--- config.mk ---
export PLATFORM = sky130hd
export DESIGN_NAME = ex_stage_top
export DESIGN_NICKNAME = d
export VERILOG_FILES = /design/src/ex_pkg.sv /design/src/control_store_decode.sv /design/src/alu32.sv /design/src/cmps_operand_select.sv /design/src/execute.sv /design/src/ex_wb_latch.sv /design/src/ex_stage_top.sv
export VERILOG_INCLUDE_DIRS = /design/src
export SDC_FILE = /design/constraint.sdc
export NUM_CORES = 1
export LEC_CHECK = 0
export ABC_AREA = 1
export ABC_CLOCK_PERIOD_IN_PS = 23700
export BUFFER_PORTS_ARGS = -buffer_cell sky130_fd_sc_hd__buf_2
export CORE_MARGIN = 5
export CORE_UTILIZATION = 35
export CTS_BUF_LIST = sky130_fd_sc_hd__clkbuf_16
export DETAILED_ROUTE_END_ITERATION = 16
export GPL_TIMING_DRIVEN = 0
export PLACE_DENSITY = 0.58
export SYNTH_ARGS = -nofsm -noshare
export SYNTH_HDL_FRONTEND = slang
export SYNTH_SLANG_ARGS = --single-unit
export TNS_END_PERCENT = 10
--- constraint.sdc ---
create_clock -name clk -period 23.7 [get_ports clk]
set_input_delay 4.74 -clock clk [delete_from_list [all_inputs] [get_ports clk]]
set_output_delay 4.74 -clock clk [all_outputs]
set_load 0.01 [all_outputs]
--- src/ex_config.svh ---
// control store layout and EFLAGS bit positions for the execute stage
`ifndef EX_CONFIG_SVH
`define EX_CONFIG_SVH

// control store word width may still change
`define CS_WIDTH 64

// execute-relevant control store flags
`define CS_BIT_CMPS_FIRST  40
`define CS_BIT_CMPS_SECOND 41
`define CS_BIT_REPNE_FIRST 42
`define CS_BIT_LD_GPR2     43
`define CS_BIT_LD_GPR3     44
`define CS_BIT_LD_FLAGS    45

// EFLAGS bit positions
`define FLAG_CF 0
`define FLAG_PF 2
`define FLAG_AF 4
`define FLAG_ZF 6
`define FLAG_SF 7
`define FLAG_OF 11

`endif

--- src/ex_pkg.sv ---
// ALU op and data size enums with the decode, micro-op and writeback structs
`include "ex_config.svh"

package ex_pkg;

  // ALU operation encoding from decode
  typedef enum logic [2:0] {
    alu_add    = 3'd0,
    alu_or     = 3'd1,
    alu_pass_b = 3'd2,
    alu_not_a  = 3'd3,
    alu_and    = 3'd4,
    alu_sub    = 3'd5,
    alu_xor    = 3'd6,
    alu_pass_a = 3'd7
  } alu_op_e;

  // operand width for flag generation
  typedef enum logic [1:0] {
    size_byte  = 2'd0,
    size_word  = 2'd1,
    size_dword = 2'd2
  } data_size_e;

  // decoded control store flags in MSB-first order
  typedef struct packed {
    logic cmps_first;
    logic cmps_second;
    logic repne_first;
    logic ld_gpr2;
    logic ld_gpr3;
    logic ld_flags;
  } cs_fields_t;

  // micro-op from register read
  typedef struct packed {
    logic                  valid;
    logic [31:0]           neip;
    logic [15:0]           ncs;
    logic [`CS_WIDTH-1:0]  control_store;
    data_size_e            datasize;
    alu_op_e               aluk;
    logic                  mem_wr;
    logic                  ld_gpr1;
    logic                  dcache_write;
    logic [6:0]            flags_affected;
    logic [31:0]           a;
    logic [31:0]           b;
    logic [31:0]           count;
    logic [31:0]           address;
    logic [2:0]            dr1;
    logic [2:0]            dr2;
    logic [2:0]            dr3;
  } ex_uop_t;

  // bundle handed to writeback
  typedef struct packed {
    logic                  valid;
    logic [31:0]           neip;
    logic [15:0]           ncs;
    logic [`CS_WIDTH-1:0]  control_store;
    data_size_e            datasize;
    alu_op_e               aluk;
    logic                  ld_gpr1;
    logic                  dcache_write;
    logic [6:0]            flags_affected;
    logic [31:0]           alu_result;
    logic [31:0]           flags;
    logic [31:0]           cmps_pointer;
    logic [31:0]           count;
    logic [2:0]            dr1;
    logic [2:0]            dr2;
    logic [2:0]            dr3;
  } wb_uop_t;

endpackage

--- src/control_store_decode.sv ---
// control store decoder for the execute and writeback control flags
`timescale 1ns/1ps
`include "ex_config.svh"

module control_store_decode (
  input  logic [`CS_WIDTH-1:0] control_store,
  output logic [5:0]           cs_fields
);

  logic cmps_first_raw;
  logic cmps_second_raw;
  logic cmps_illegal;
  logic cmps_first;
  logic cmps_second;

  assign cmps_first_raw  = control_store[`CS_BIT_CMPS_FIRST];
  assign cmps_second_raw = control_store[`CS_BIT_CMPS_SECOND];

  // a micro-op cannot be both halves of a CMPS
  assign cmps_illegal = cmps_first_raw & cmps_second_raw;

  assign cmps_first  = cmps_first_raw & ~cmps_illegal;
  assign cmps_second = cmps_second_raw & ~cmps_illegal;

  // same order as cs_fields_t with cmps_first in the MSB
  assign cs_fields = {
    cmps_first,
    cmps_second,
    control_store[`CS_BIT_REPNE_FIRST],
    control_store[`CS_BIT_LD_GPR2],
    control_store[`CS_BIT_LD_GPR3],
    control_store[`CS_BIT_LD_FLAGS]
  };

endmodule

--- src/alu32.sv ---
// 32-bit ALU with result and EFLAGS at byte, word or dword width
`timescale 1ns/1ps
`include "ex_config.svh"

module alu32 (
  input  logic [31:0]        a,
  input  logic [31:0]        b,
  input  ex_pkg::alu_op_e    aluk,
  input  ex_pkg::data_size_e datasize,
  output logic [31:0]        result,
  output logic [31:0]        flags
);
  import ex_pkg::*;

  logic [32:0] sum;
  logic [32:0] diff;
  logic [32:0] arith;
  logic        is_arith;
  logic        is_sub;
  logic        a_top;
  logic        b_top;
  logic        r_top;
  logic        carry;
  logic        zero;
  logic        overflow;

  assign sum   = {1'b0, a} + {1'b0, b};
  assign diff  = {1'b0, a} - {1'b0, b};
  assign arith = is_sub ? diff : sum;

  always_comb begin
    is_arith = 1'b0;
    is_sub   = 1'b0;
    case (aluk)
      alu_add: begin
        result   = sum[31:0];
        is_arith = 1'b1;
      end
      alu_sub: begin
        result   = diff[31:0];
        is_arith = 1'b1;
        is_sub   = 1'b1;
      end
      alu_or:     result = a | b;
      alu_and:    result = a & b;
      alu_xor:    result = a ^ b;
      alu_not_a:  result = ~a;
      alu_pass_b: result = b;
      default:    result = a;
    endcase
  end

  // a^b^r at a bit gives the carry (add) or borrow (sub) into that bit
  always_comb begin
    case (datasize)
      size_byte: begin
        a_top = a[7];
        b_top = b[7];
        r_top = result[7];
        carry = a[8] ^ b[8] ^ arith[8];
        zero  = (result[7:0] == 8'h00);
      end
      size_word: begin
        a_top = a[15];
        b_top = b[15];
        r_top = result[15];
        carry = a[16] ^ b[16] ^ arith[16];
        zero  = (result[15:0] == 16'h0000);
      end
      default: begin
        a_top = a[31];
        b_top = b[31];
        r_top = result[31];
        carry = arith[32];
        zero  = (result == 32'h0000_0000);
      end
    endcase
  end

  // signed overflow from a same-sign add or a mixed-sign sub that flips the sign of a
  assign overflow = is_sub ? ((a_top != b_top) && (r_top != a_top))
                           : ((a_top == b_top) && (r_top != a_top));

  always_comb begin
    flags = '0;
    // no carry chain for logic ops, so CF, AF and OF stay clear
    flags[`FLAG_CF] = is_arith & carry;
    flags[`FLAG_PF] = ~^result[7:0];
    flags[`FLAG_AF] = is_arith & (a[4] ^ b[4] ^ arith[4]);
    flags[`FLAG_ZF] = zero;
    flags[`FLAG_SF] = r_top;
    flags[`FLAG_OF] = is_arith & overflow;
  end

endmodule

--- src/cmps_operand_select.sv ---
// CMPS first-operand holding register and ALU operand B mux
`timescale 1ns/1ps

module cmps_operand_select (
  input  logic        clk,
  input  logic        reset,
  input  logic        capture,
  input  logic        use_stored,
  input  logic [31:0] a,
  input  logic [31:0] b,
  output logic [31:0] operand_b
);

  // first memory operand of the string compare
  logic [31:0] cmps_first_mem;

  // loaded by the first CMPS micro-op, held until the next one
  always_ff @(posedge clk) begin
    if (reset) begin
      cmps_first_mem <= 32'h0000_0000;
    end else if (capture) begin
      cmps_first_mem <= a;
    end
  end

  // second CMPS micro-op compares against the held value
  assign operand_b = use_stored ? cmps_first_mem : b;

endmodule

--- src/execute.sv ---
// combinational execute stage with control decode, operand select, ALU and writeback bundle
`timescale 1ns/1ps

module execute (
  input  logic             clk,
  input  logic             reset,
  input  ex_pkg::ex_uop_t  ex_uop,
  input  logic             wb_stall,
  output ex_pkg::wb_uop_t  wb_next
);
  import ex_pkg::*;

  cs_fields_t  cs_fields;
  logic        cmps_capture;
  logic [31:0] operand_b;
  logic [31:0] alu_result;
  logic [31:0] alu_flags;

  control_store_decode control_store_decode_i (
    .control_store (ex_uop.control_store),
    .cs_fields     (cs_fields)
  );

  // only a micro-op actually taken may update the CMPS register
  assign cmps_capture = ex_uop.valid & cs_fields.cmps_first & ~wb_stall;

  cmps_operand_select cmps_operand_select_i (
    .clk        (clk),
    .reset      (reset),
    .capture    (cmps_capture),
    .use_stored (cs_fields.cmps_second),
    .a          (ex_uop.a),
    .b          (ex_uop.b),
    .operand_b  (operand_b)
  );

  // operand A straight from register read
  alu32 alu32_i (
    .a        (ex_uop.a),
    .b        (operand_b),
    .aluk     (ex_uop.aluk),
    .datasize (ex_uop.datasize),
    .result   (alu_result),
    .flags    (alu_flags)
  );

  always_comb begin
    wb_next.valid          = ex_uop.valid;
    wb_next.neip           = ex_uop.neip;
    wb_next.ncs            = ex_uop.ncs;
    wb_next.control_store  = ex_uop.control_store;
    wb_next.datasize       = ex_uop.datasize;
    wb_next.aluk           = ex_uop.aluk;
    wb_next.ld_gpr1        = ex_uop.ld_gpr1;
    wb_next.dcache_write   = ex_uop.dcache_write;
    wb_next.flags_affected = ex_uop.flags_affected;
    wb_next.alu_result     = alu_result;
    wb_next.flags          = alu_flags;
    // string pointer for the writeback update
    wb_next.cmps_pointer   = ex_uop.b;
    wb_next.count          = ex_uop.count;
    wb_next.dr1            = ex_uop.dr1;
    wb_next.dr2            = ex_uop.dr2;
    wb_next.dr3            = ex_uop.dr3;
  end

endmodule

--- src/ex_wb_latch.sv ---
// execute to writeback pipeline register with valid and stall
`timescale 1ns/1ps

module ex_wb_latch (
  input  logic             clk,
  input  logic             reset,
  input  logic             wb_stall,
  input  ex_pkg::wb_uop_t  wb_next,
  output ex_pkg::wb_uop_t  wb_uop
);
  import ex_pkg::*;

  logic    valid_q;
  wb_uop_t payload_q;

  // valid follows the input on every unstalled edge
  always_ff @(posedge clk) begin
    if (reset) begin
      valid_q <= 1'b0;
    end else if (!wb_stall) begin
      valid_q <= wb_next.valid;
    end
  end

  // payload only moves for a real micro-op
  always_ff @(posedge clk) begin
    if (!wb_stall && wb_next.valid) begin
      payload_q <= wb_next;
    end
  end

  always_comb begin
    wb_uop       = payload_q;
    wb_uop.valid = valid_q;
  end

endmodule

--- src/ex_stage_top.sv ---
// execute stage top level with the combinational execute and the writeback latch
`timescale 1ns/1ps

module ex_stage_top (
  input  logic             clk,
  input  logic             reset,
  input  ex_pkg::ex_uop_t  ex_uop,
  input  logic             wb_stall,
  output ex_pkg::wb_uop_t  wb_uop
);
  import ex_pkg::*;

  // execute result before the pipeline register
  wb_uop_t wb_next;

  execute execute_i (
    .clk      (clk),
    .reset    (reset),
    .ex_uop   (ex_uop),
    .wb_stall (wb_stall),
    .wb_next  (wb_next)
  );

  ex_wb_latch ex_wb_latch_i (
    .clk      (clk),
    .reset    (reset),
    .wb_stall (wb_stall),
    .wb_next  (wb_next),
    .wb_uop   (wb_uop)
  );

endmodule

==> results of run 1 <==
==> power by group through the flow <==
stage,clock [mW],combinational [mW],sequential [mW]
detailed placement,0,0.349,0.572
finish,0.408,0.355,0.562
global route,0.437,0.385,0.565
floorplan,0,0.186,0.595
CTS,0.416,0.351,0.563
global placement,0,0.344,0.581
==> final cells by class <==
class	instances	area share, %
multi-input cells	1297	33.7
clock inverters	22	0.727
diodes	2	0.0238
plain buffers	86	2.66
flip-flops and latches	270	37.0
inverters	396	7.08
clock buffers	27	3.22
repair buffers	478	11.9
well taps	615	3.66
==> synthesized netlist by cell type (all sizes together) (10+ instances only) <==
cell    instances
a211oi         53
a21oi          55
and2           10
buf            72
clkbuf         14
dfxtp          33
edfxtp        237
ha            109
inv           393
nand2         547
nand3         130
nand4          33
nor2          157
nor3           21
o21a           11
o21ai          62
o221ai         13
o22ai          43
==> through the flow <==
step	hold WS (ns)	std cells	instance area [um2]
after floorplan	0.437	2049	16900
after global placement	0.455	3135	20000
after detailed placement	0.451	3142	20200
after CTS	0.461	3191	21000
after global routing	0.478	3192	21000
final	0.460	3193	21000
==> sequential cells by signal, summed over array words and instances (netlist names) <==
signal and cells:
ex_wb_latch_i.valid_q 1, execute_i.cmps_operand_select_i.cmps_first_mem 32, ex_wb_latch_i.wb_uop 237
==> critical path: cells and delay by family <==
kind | cells | cell delay [ns]
simple gates | 10 | 1.48
compound gates | 4 | 1.03
fa+ha+maj | 2 | 0.56
buf+inv | 7 | 1.27
==> final timing paths <==
path	slack, ns	end	from	depth (start not counted)
max	15.02	ex_wb_latch_i.wb_uop[79]	ex_uop[192]	23
min	0.46	ex_wb_latch_i.valid_q	ex_wb_latch_i.valid_q	2
max reg2reg	19.77	ex_wb_latch_i.wb_uop[79]	register	18
min reg2reg	0.46	ex_wb_latch_i.valid_q	ex_wb_latch_i.valid_q	2
==> logic make-up after synthesis <==
family / count (synthesis) / synth area share [%]
flops: 270 / 46.3
simple gates: 904 / 23.5
xor+xnor: 5 / 0.261
compound gates: 251 / 9.38
other cells: 1 / 0.0223
buf+inv: 482 / 12.2
fa+ha+maj: 111 / 8.36
==> layer usage <==
layer | wire length (um) | vias to the layer above
met5 | 13 | -
met4 | 1780 | 2
met3 | 5470 | 84
met2 | 36200 | 706
met1 | 31600 | 7860
li1 | - | 7590
==> placed cells by master, fill, tap and decap left out, types with 15 or more instances in the layout <==
master	instances
sky130_fd_sc_hd__nand2_1	527
sky130_fd_sc_hd__buf_2	494
sky130_fd_sc_hd__inv_1	381
sky130_fd_sc_hd__edfxtp_1	237
sky130_fd_sc_hd__nor2_1	139
sky130_fd_sc_hd__nand3_1	118
sky130_fd_sc_hd__ha_1	109
sky130_fd_sc_hd__a21oi_1	54
sky130_fd_sc_hd__a211oi_1	52
sky130_fd_sc_hd__o21ai_0	46
sky130_fd_sc_hd__o22ai_1	43
sky130_fd_sc_hd__buf_4	42
sky130_fd_sc_hd__dfxtp_1	33
sky130_fd_sc_hd__nand4_1	29
sky130_fd_sc_hd__clkbuf_16	27
sky130_fd_sc_hd__conb_1	26
sky130_fd_sc_hd__nor3_1	20
sky130_fd_sc_hd__nand2_2	19
sky130_fd_sc_hd__inv_2	16
sky130_fd_sc_hd__o21ai_1	15
==> impl_summary.txt, run 1 <==
----------------------------------------------------
[Final layout]
  Multi-input gate area in the final layout ... 0.00707 mm2
  Final layout net count ... 2935
  FF/Latch Area ... 0.00778 mm2
  Fraction of layout cells with a size suffix above 1 ... 25.8%
  Post-layout utilization of the core ... 44.1%
  Synth-to-Final Area Change ... 25.1%
  Count of fill cells added during filler insertion ... 4758

[Synth]
  EDFF count, synth ... 237
  Yosys top cell by area ... sky130_fd_sc_hd__edfxtp_1
  Warning count from the yosys run ... 0
  Number of instances in the synthesized netlist ... 2024
  Dominant register cell in the synthesized netlist ... sky130_fd_sc_hd__edfxtp_1
  Yosys cell types ... 53
  Per-instance average area after synthesis ... 8.30 um2
  Top area cells in the synthesized netlist ... sky130_fd_sc_hd__edfxtp_1 42%, sky130_fd_sc_hd__nand2_1 12%, sky130_fd_sc_hd__inv_1 8.4%
  Post-synthesis async set-or-reset flop share ... 0%
  Sequential share of the synthesized area ... 46.3%
  Register bit total from synthesis ... 270
  Cell Area, Synth ... 0.0168 mm2
  Area share of the leading cell type in the synthesized netlist ... 42.4%

[Timing]
  Actual slew at the worst max-slew pin ... 1.01 ns
  Worst max-slew margin expressed relative to the limit ... 32.3%
  Final critical-path required period ... 8.68 ns
  Pins Over Slew Limit ... 0
  Setup TNS ... 0 ns
  Final setup violation count ... 0
  Final hold viol count ... 0
  Final setup skew ... 0.0159 ns
  Period utilization ... 36.6%
  RSZ-0062 raised after global routing ... false
  Final worst-path setup slack ... 15.02 ns
  Fmax achieved ... 115 MHz

[Route]
  Number of nets still failing antenna checks after routing ... 0
  DR vias/cell ... 5.09
  Wire length per cell after detailed routing ... 23.5 um
  Starting DRC count in detailed routing ... 1551
  Final WL ... 75100 um
  First-pass iteration count of the detailed router ... 6
  Vias post-DR ... 16.2k
  Total DRC errors in the routed layout ... 0

[Power and ir drop]
  Power density of the placed cells ... 63.1 mW/mm2
  Sw frac ... 32.4%
  Internal power summed over all cells ... 896 uW
  VDD IR max ... 0.0580 mV
  Leakage component of the power ... 10.4 nW
  Clock network fraction of total power ... 30.8%
  Register share of total power ... 42.4%
  Total power after layout ... 1.33 mW
  Combinational share of power ... 26.8%
  Net switching power figure ... 430 uW

[Global routing]
  Antenna violations before repair ... 7
  Total congestion overflow ... 0
  Pin count of the biggest net entering global routing ... 38
  Global-route met3 utilization ... 3.85%
  GR Util All Layers ... 27.2%
  Met2 usage in global routing ... 46.9%
  Most Used Layer, Global Route ... met2
  Global-route wire length before repair ... 106000 um
  Met1 track demand over resource ... 36.4%
  Via count of the first global-routing pass ... 15.5k

[Clock network]
  Later-pin clock latency in the skew report ... 0.55 ns
  Clock tree from TritonCTS ... built
  Number of levels in the clock H-tree ... 1
  Number of buffers inserted during clock tree synthesis ... 27
  Number of sinks on the clock net ... 270
  Clk buf depth ... 3
  Number of gates resized after cts ... 0
  Hold buffer count at CTS ... 0
  Clock Root Buffer ... sky130_fd_sc_hd__clkbuf_16
  Worst-path clk slew ... 0.06 ns
  Setup bufs post-CTS ... 0

[Worst setup path]
  Data arrival at the endpoint of the critical path ... 9.08 ns
  Cell type of the slowest stage on the worst timing path ... sky130_fd_sc_hd__buf_2
  Critical path peak fanout ... 10
  Capturing element type of the critical path ... register
  Setup Crit Path Kind ... in -> reg
  Worst path cell trace ... buf_2, inv_1, nand2_2, buf_2, clkbuf_1, nand2_1, o21ai_0, inv_1, ha_1, buf_4, inv_1, nand2_1, nand3_1, nand2_1, nand2_1, o21ai_1, nand4_1, o21ai_1, ha_1, nand2_1, nor2_1, nand2_1, a21oi_2
  Data required, critical path ... 24.10 ns
  Critical Path Source Type ... input port
  Critical Path Max Stage Delay ... 0.38 ns
  Cell repeated most along the worst path ... sky130_fd_sc_hd__nand2_1

[Place]
  Detailed-placement wirelength estimate ... 63000 um
  Buffers on Ports ... 471
  Pre-CTS setup slack ... 14.50 ns
  Routability congestion estimate from global placement ... 1.02

[Flow run]
  Max-capacitance violation count ... 0

[Hold path]
  Class of the tightest hold or removal check ... reg -> reg

[Floorplanning]
  Overall die width ... 229 um
  Placeable Area ... 0.0476 mm2
  Initial Util ... 35.2%
  Row cnt ... 80
  Num ports ... 532
  Die area ... 0.0525 mm2
  Height of the die ... 229 um

[Outcome]
  Status ... finished, final reports clean

----------------------------------------------------
No activity file was read; power rests on OpenSTA's default activity.
==> run 2: changes to the inputs <==
--- a/config.mk
+++ b/config.mk
@@ -7,14 +7,14 @@
 export NUM_CORES = 1
 export LEC_CHECK = 0
 export ABC_AREA = 1
-export ABC_CLOCK_PERIOD_IN_PS = 23700
+export ABC_CLOCK_PERIOD_IN_PS = 7300
 export BUFFER_PORTS_ARGS = -buffer_cell sky130_fd_sc_hd__buf_2
 export CORE_MARGIN = 5
 export CORE_UTILIZATION = 35
 export CTS_BUF_LIST = sky130_fd_sc_hd__clkbuf_16
 export DETAILED_ROUTE_END_ITERATION = 16
 export GPL_TIMING_DRIVEN = 0
-export PLACE_DENSITY = 0.58
+export PLACE_DENSITY = 0.61
 export SYNTH_ARGS = -nofsm -noshare
 export SYNTH_HDL_FRONTEND = slang
 export SYNTH_SLANG_ARGS = --single-unit
==> constraint.sdc (replaced) <==
create_clock -name clk -period 7.3 [get_ports clk]
set_input_delay 1.46 -clock clk [delete_from_list [all_inputs] [get_ports clk]]
set_output_delay 1.46 -clock clk [all_outputs]
set_load 0.01 [all_outputs]
==> run 2 against run 1 <==
Against the previous run: clock skew grew 0.0042 ns; routed wire length is 1.6% higher; sequential power grew to 3.3 times the previous value; non-clock buffer count unchanged; first-iteration DRC count is 14% lower; worst setup slack lost 13 ns; die area is the same; via count hardly changed; core utilization grew 0.36 points; hold slack improved by 0.011 ns; largest power group unchanged; sequential share of layout area is 0.30 points lower.
==> impl_summary.txt, run 2 (synthesized netlist as in run 1, its figures left out) <==
----------------------------------------------------
[Timing]
  Worst hold slack ... 0.471 ns
  Final setup skew ... 0.0201 ns
  Final critical-path required period ... 5.63 ns
  Final hold viol count ... 0
  Period utilization ... 77.1%
  Actual slew at the worst max-slew pin ... 0.890 ns
  Final worst-path setup slack ... 1.67 ns
  Worst max-slew margin expressed relative to the limit ... 40.0%
  RSZ-0062 raised after global routing ... false
  Pins Over Slew Limit ... 0
  Final setup violation count ... 0
  Fmax achieved ... 178 MHz

[Place]
  Buffers on Ports ... 471
  Routability congestion estimate from global placement ... 1.04
  Pre-CTS setup slack ... 1.28 ns
  Number of placed cells counting well taps ... 3142
  Detailed-placement wirelength estimate ... 64100 um

[Route]
  Met1 wire length ... 31500 um
  DR WL met3 ... 6670 um
  Final WL ... 76300 um
  Wire length per cell after detailed routing ... 23.9 um
  Total DRC errors in the routed layout ... 0
  Number of nets still failing antenna checks after routing ... 0
  DR vias/cell ... 5.08
  Routed wire length on met2 ... 36000 um
  Top routing layer in use ... met5
  First-pass iteration count of the detailed router ... 5
  Vias post-DR ... 16.2k
  Starting DRC count in detailed routing ... 1336

[Clock network]
  Clock tree from TritonCTS ... built
  Clk buf depth ... 3
  Setup bufs post-CTS ... 0
  Number of levels in the clock H-tree ... 1
  Later-pin clock latency in the skew report ... 0.55 ns
  Clock Root Buffer ... sky130_fd_sc_hd__clkbuf_16
  Number of sinks on the clock net ... 270
  Worst-path clk slew ... 0.06 ns
  Hold buffer count at CTS ... 0
  Number of buffers inserted during clock tree synthesis ... 28
  Number of gates resized after cts ... 0

[Final layout]
  Most common cell after layout, fill and taps aside ... sky130_fd_sc_hd__nand2_1
  Max reg flops ... 237
  Leading cell types in the layout, fill and taps excluded ... 527 x sky130_fd_sc_hd__nand2_1, 494 x sky130_fd_sc_hd__buf_2, 380 x sky130_fd_sc_hd__inv_1, 237 x sky130_fd_sc_hd__edfxtp_1, 139 x sky130_fd_sc_hd__nor2_1
  Fraction of layout cells with a size suffix above 1 ... 26.0%
  Number of standard cells in the final layout excluding fillers ... 3197
  Final layout net count ... 2936
  Synth-to-Final Area Change ... 26.1%
  Count of fill cells added during filler insertion ... 4806

[Worst setup path]
  Worst path cell trace ... buf_2, inv_1, nand2_2, buf_2, clkbuf_1, o21ai_0, inv_1, ha_1, buf_4, inv_1, nand2_1, nand3_1, nand2_1, nand2_1, o21ai_1, nand4_1, o21ai_1, ha_1, nand2_1, nor2_1, nand2_1, a21oi_2
  Cell type of the slowest stage on the worst timing path ... sky130_fd_sc_hd__o21ai_0
  Data required, critical path ... 7.66 ns
  Crit path max-delay family ... compound AO/OA/AOI/OAI gates
  Setup Crit Path Kind ... in -> reg
  Cell repeated most along the worst path ... sky130_fd_sc_hd__nand2_1
  Critical path buffers and inverters ... 7
  Capturing element type of the critical path ... register
  Critical Path Source Type ... input port
  Critical Path Max Stage Delay ... 0.56 ns
  Data arrival at the endpoint of the critical path ... 5.99 ns
  Flop-to-flop setup slack ... 3.14 ns
  Startpoint of the worst setup timing path ... ex_uop[192]
  Critical path peak fanout ... 10

[Power and ir drop]
  Clock network fraction of total power ... 34.1%
  Register share of total power ... 40.3%
  Net switching power figure ... 1.43 mW
  Combinational share of power ... 25.6%
  Internal power summed over all cells ... 3.10 mW
  Leakage component of the power ... 10.5 nW
  Sw frac ... 31.6%
  VDD IR max ... 0.155 mV
  Total power after layout ... 4.53 mW
  Power density of the placed cells ... 214 mW/mm2

[Floorplanning]
  Row cnt ... 80
  Num ports ... 532
  Height of the die ... 229 um
  Die area ... 0.0525 mm2
  Placeable Area ... 0.0476 mm2
  Overall die width ... 229 um
  Initial Util ... 35.2%

[Global routing]
  Global-route wire length before repair ... 108000 um
  Pin count of the biggest net entering global routing ... 38
  Total congestion overflow ... 0
  GR Util All Layers ... 27.8%
  Antenna violations before repair ... 21
  Via count of the first global-routing pass ... 15.7k

[Hold path]
  Min-Delay Startpoint ... ex_wb_latch_i.valid_q
  Class of the tightest hold or removal check ... reg -> reg

[Outcome]
  Status ... finished, final reports clean

[Flow run]
  Max-capacitance violation count ... 0

----------------------------------------------------
## run 2: worst paths after layout
| kind | to | cells past startpoint |
|---|---|---|
| worst max-delay path | ex_wb_latch_i.wb_uop[79] | 22 |
| worst min-delay path | ex_wb_latch_i.valid_q | 2 |
| worst max register to register | ex_wb_latch_i.wb_uop[79] | 18 |
| worst min register to register | ex_wb_latch_i.valid_q | 2 |
## run 2: stage by stage
step	utilization (%)	TNS [ns]	area, um2
after detailed placement	42.3	0	20200
after floorplan	-	0	16900
after CTS	44.4	0	21200
after global placement	42.0	-49.63	20000
after global routing	44.4	0	21200
final	44.4	0	21200
## run 2: layout make-up
type | count | area [um2] | share of cell area (%)
multi-input combinational | 1297 | 7070 | 33.4
tap | 615 | 769 | 3.63
inverter | 396 | 1490 | 7.02
clock buffer | 29 | 726 | 3.43
clock inverter | 23 | 272 | 1.28
buffer | 86 | 558 | 2.64
sequential | 270 | 7780 | 36.7
timing repair buffer | 478 | 2500 | 11.8
antenna | 3 | 7.51 | 0.0355
## run 2: tightest hold or removal path, delay by kind of cell, from the launching register on
kind | cells | cell delay (ns)
flip-flops | 1 | 0.31
AO/OA/AOI/OAI | 1 | 0.06
AND/OR/NAND/NOR | 1 | 0.05
## run 2: power groups by stage
stage | Clock (mW) | Sequential [mW] | Combinational (mW)
floorplan | 0 | 1.92 | 0.602
global placement | 0 | 1.87 | 1.12
detailed placement | 0 | 1.86 | 1.14
CTS | 1.57 | 1.83 | 1.14
global route | 1.65 | 1.83 | 1.26
finish | 1.55 | 1.83 | 1.16
## run 2: layer usage
layer  track usage, %  up-vias
li1                 -     7597
met1             36.3     7724
met2             47.0      762
met3             6.42      133
met4             6.90       20
met5                0        -
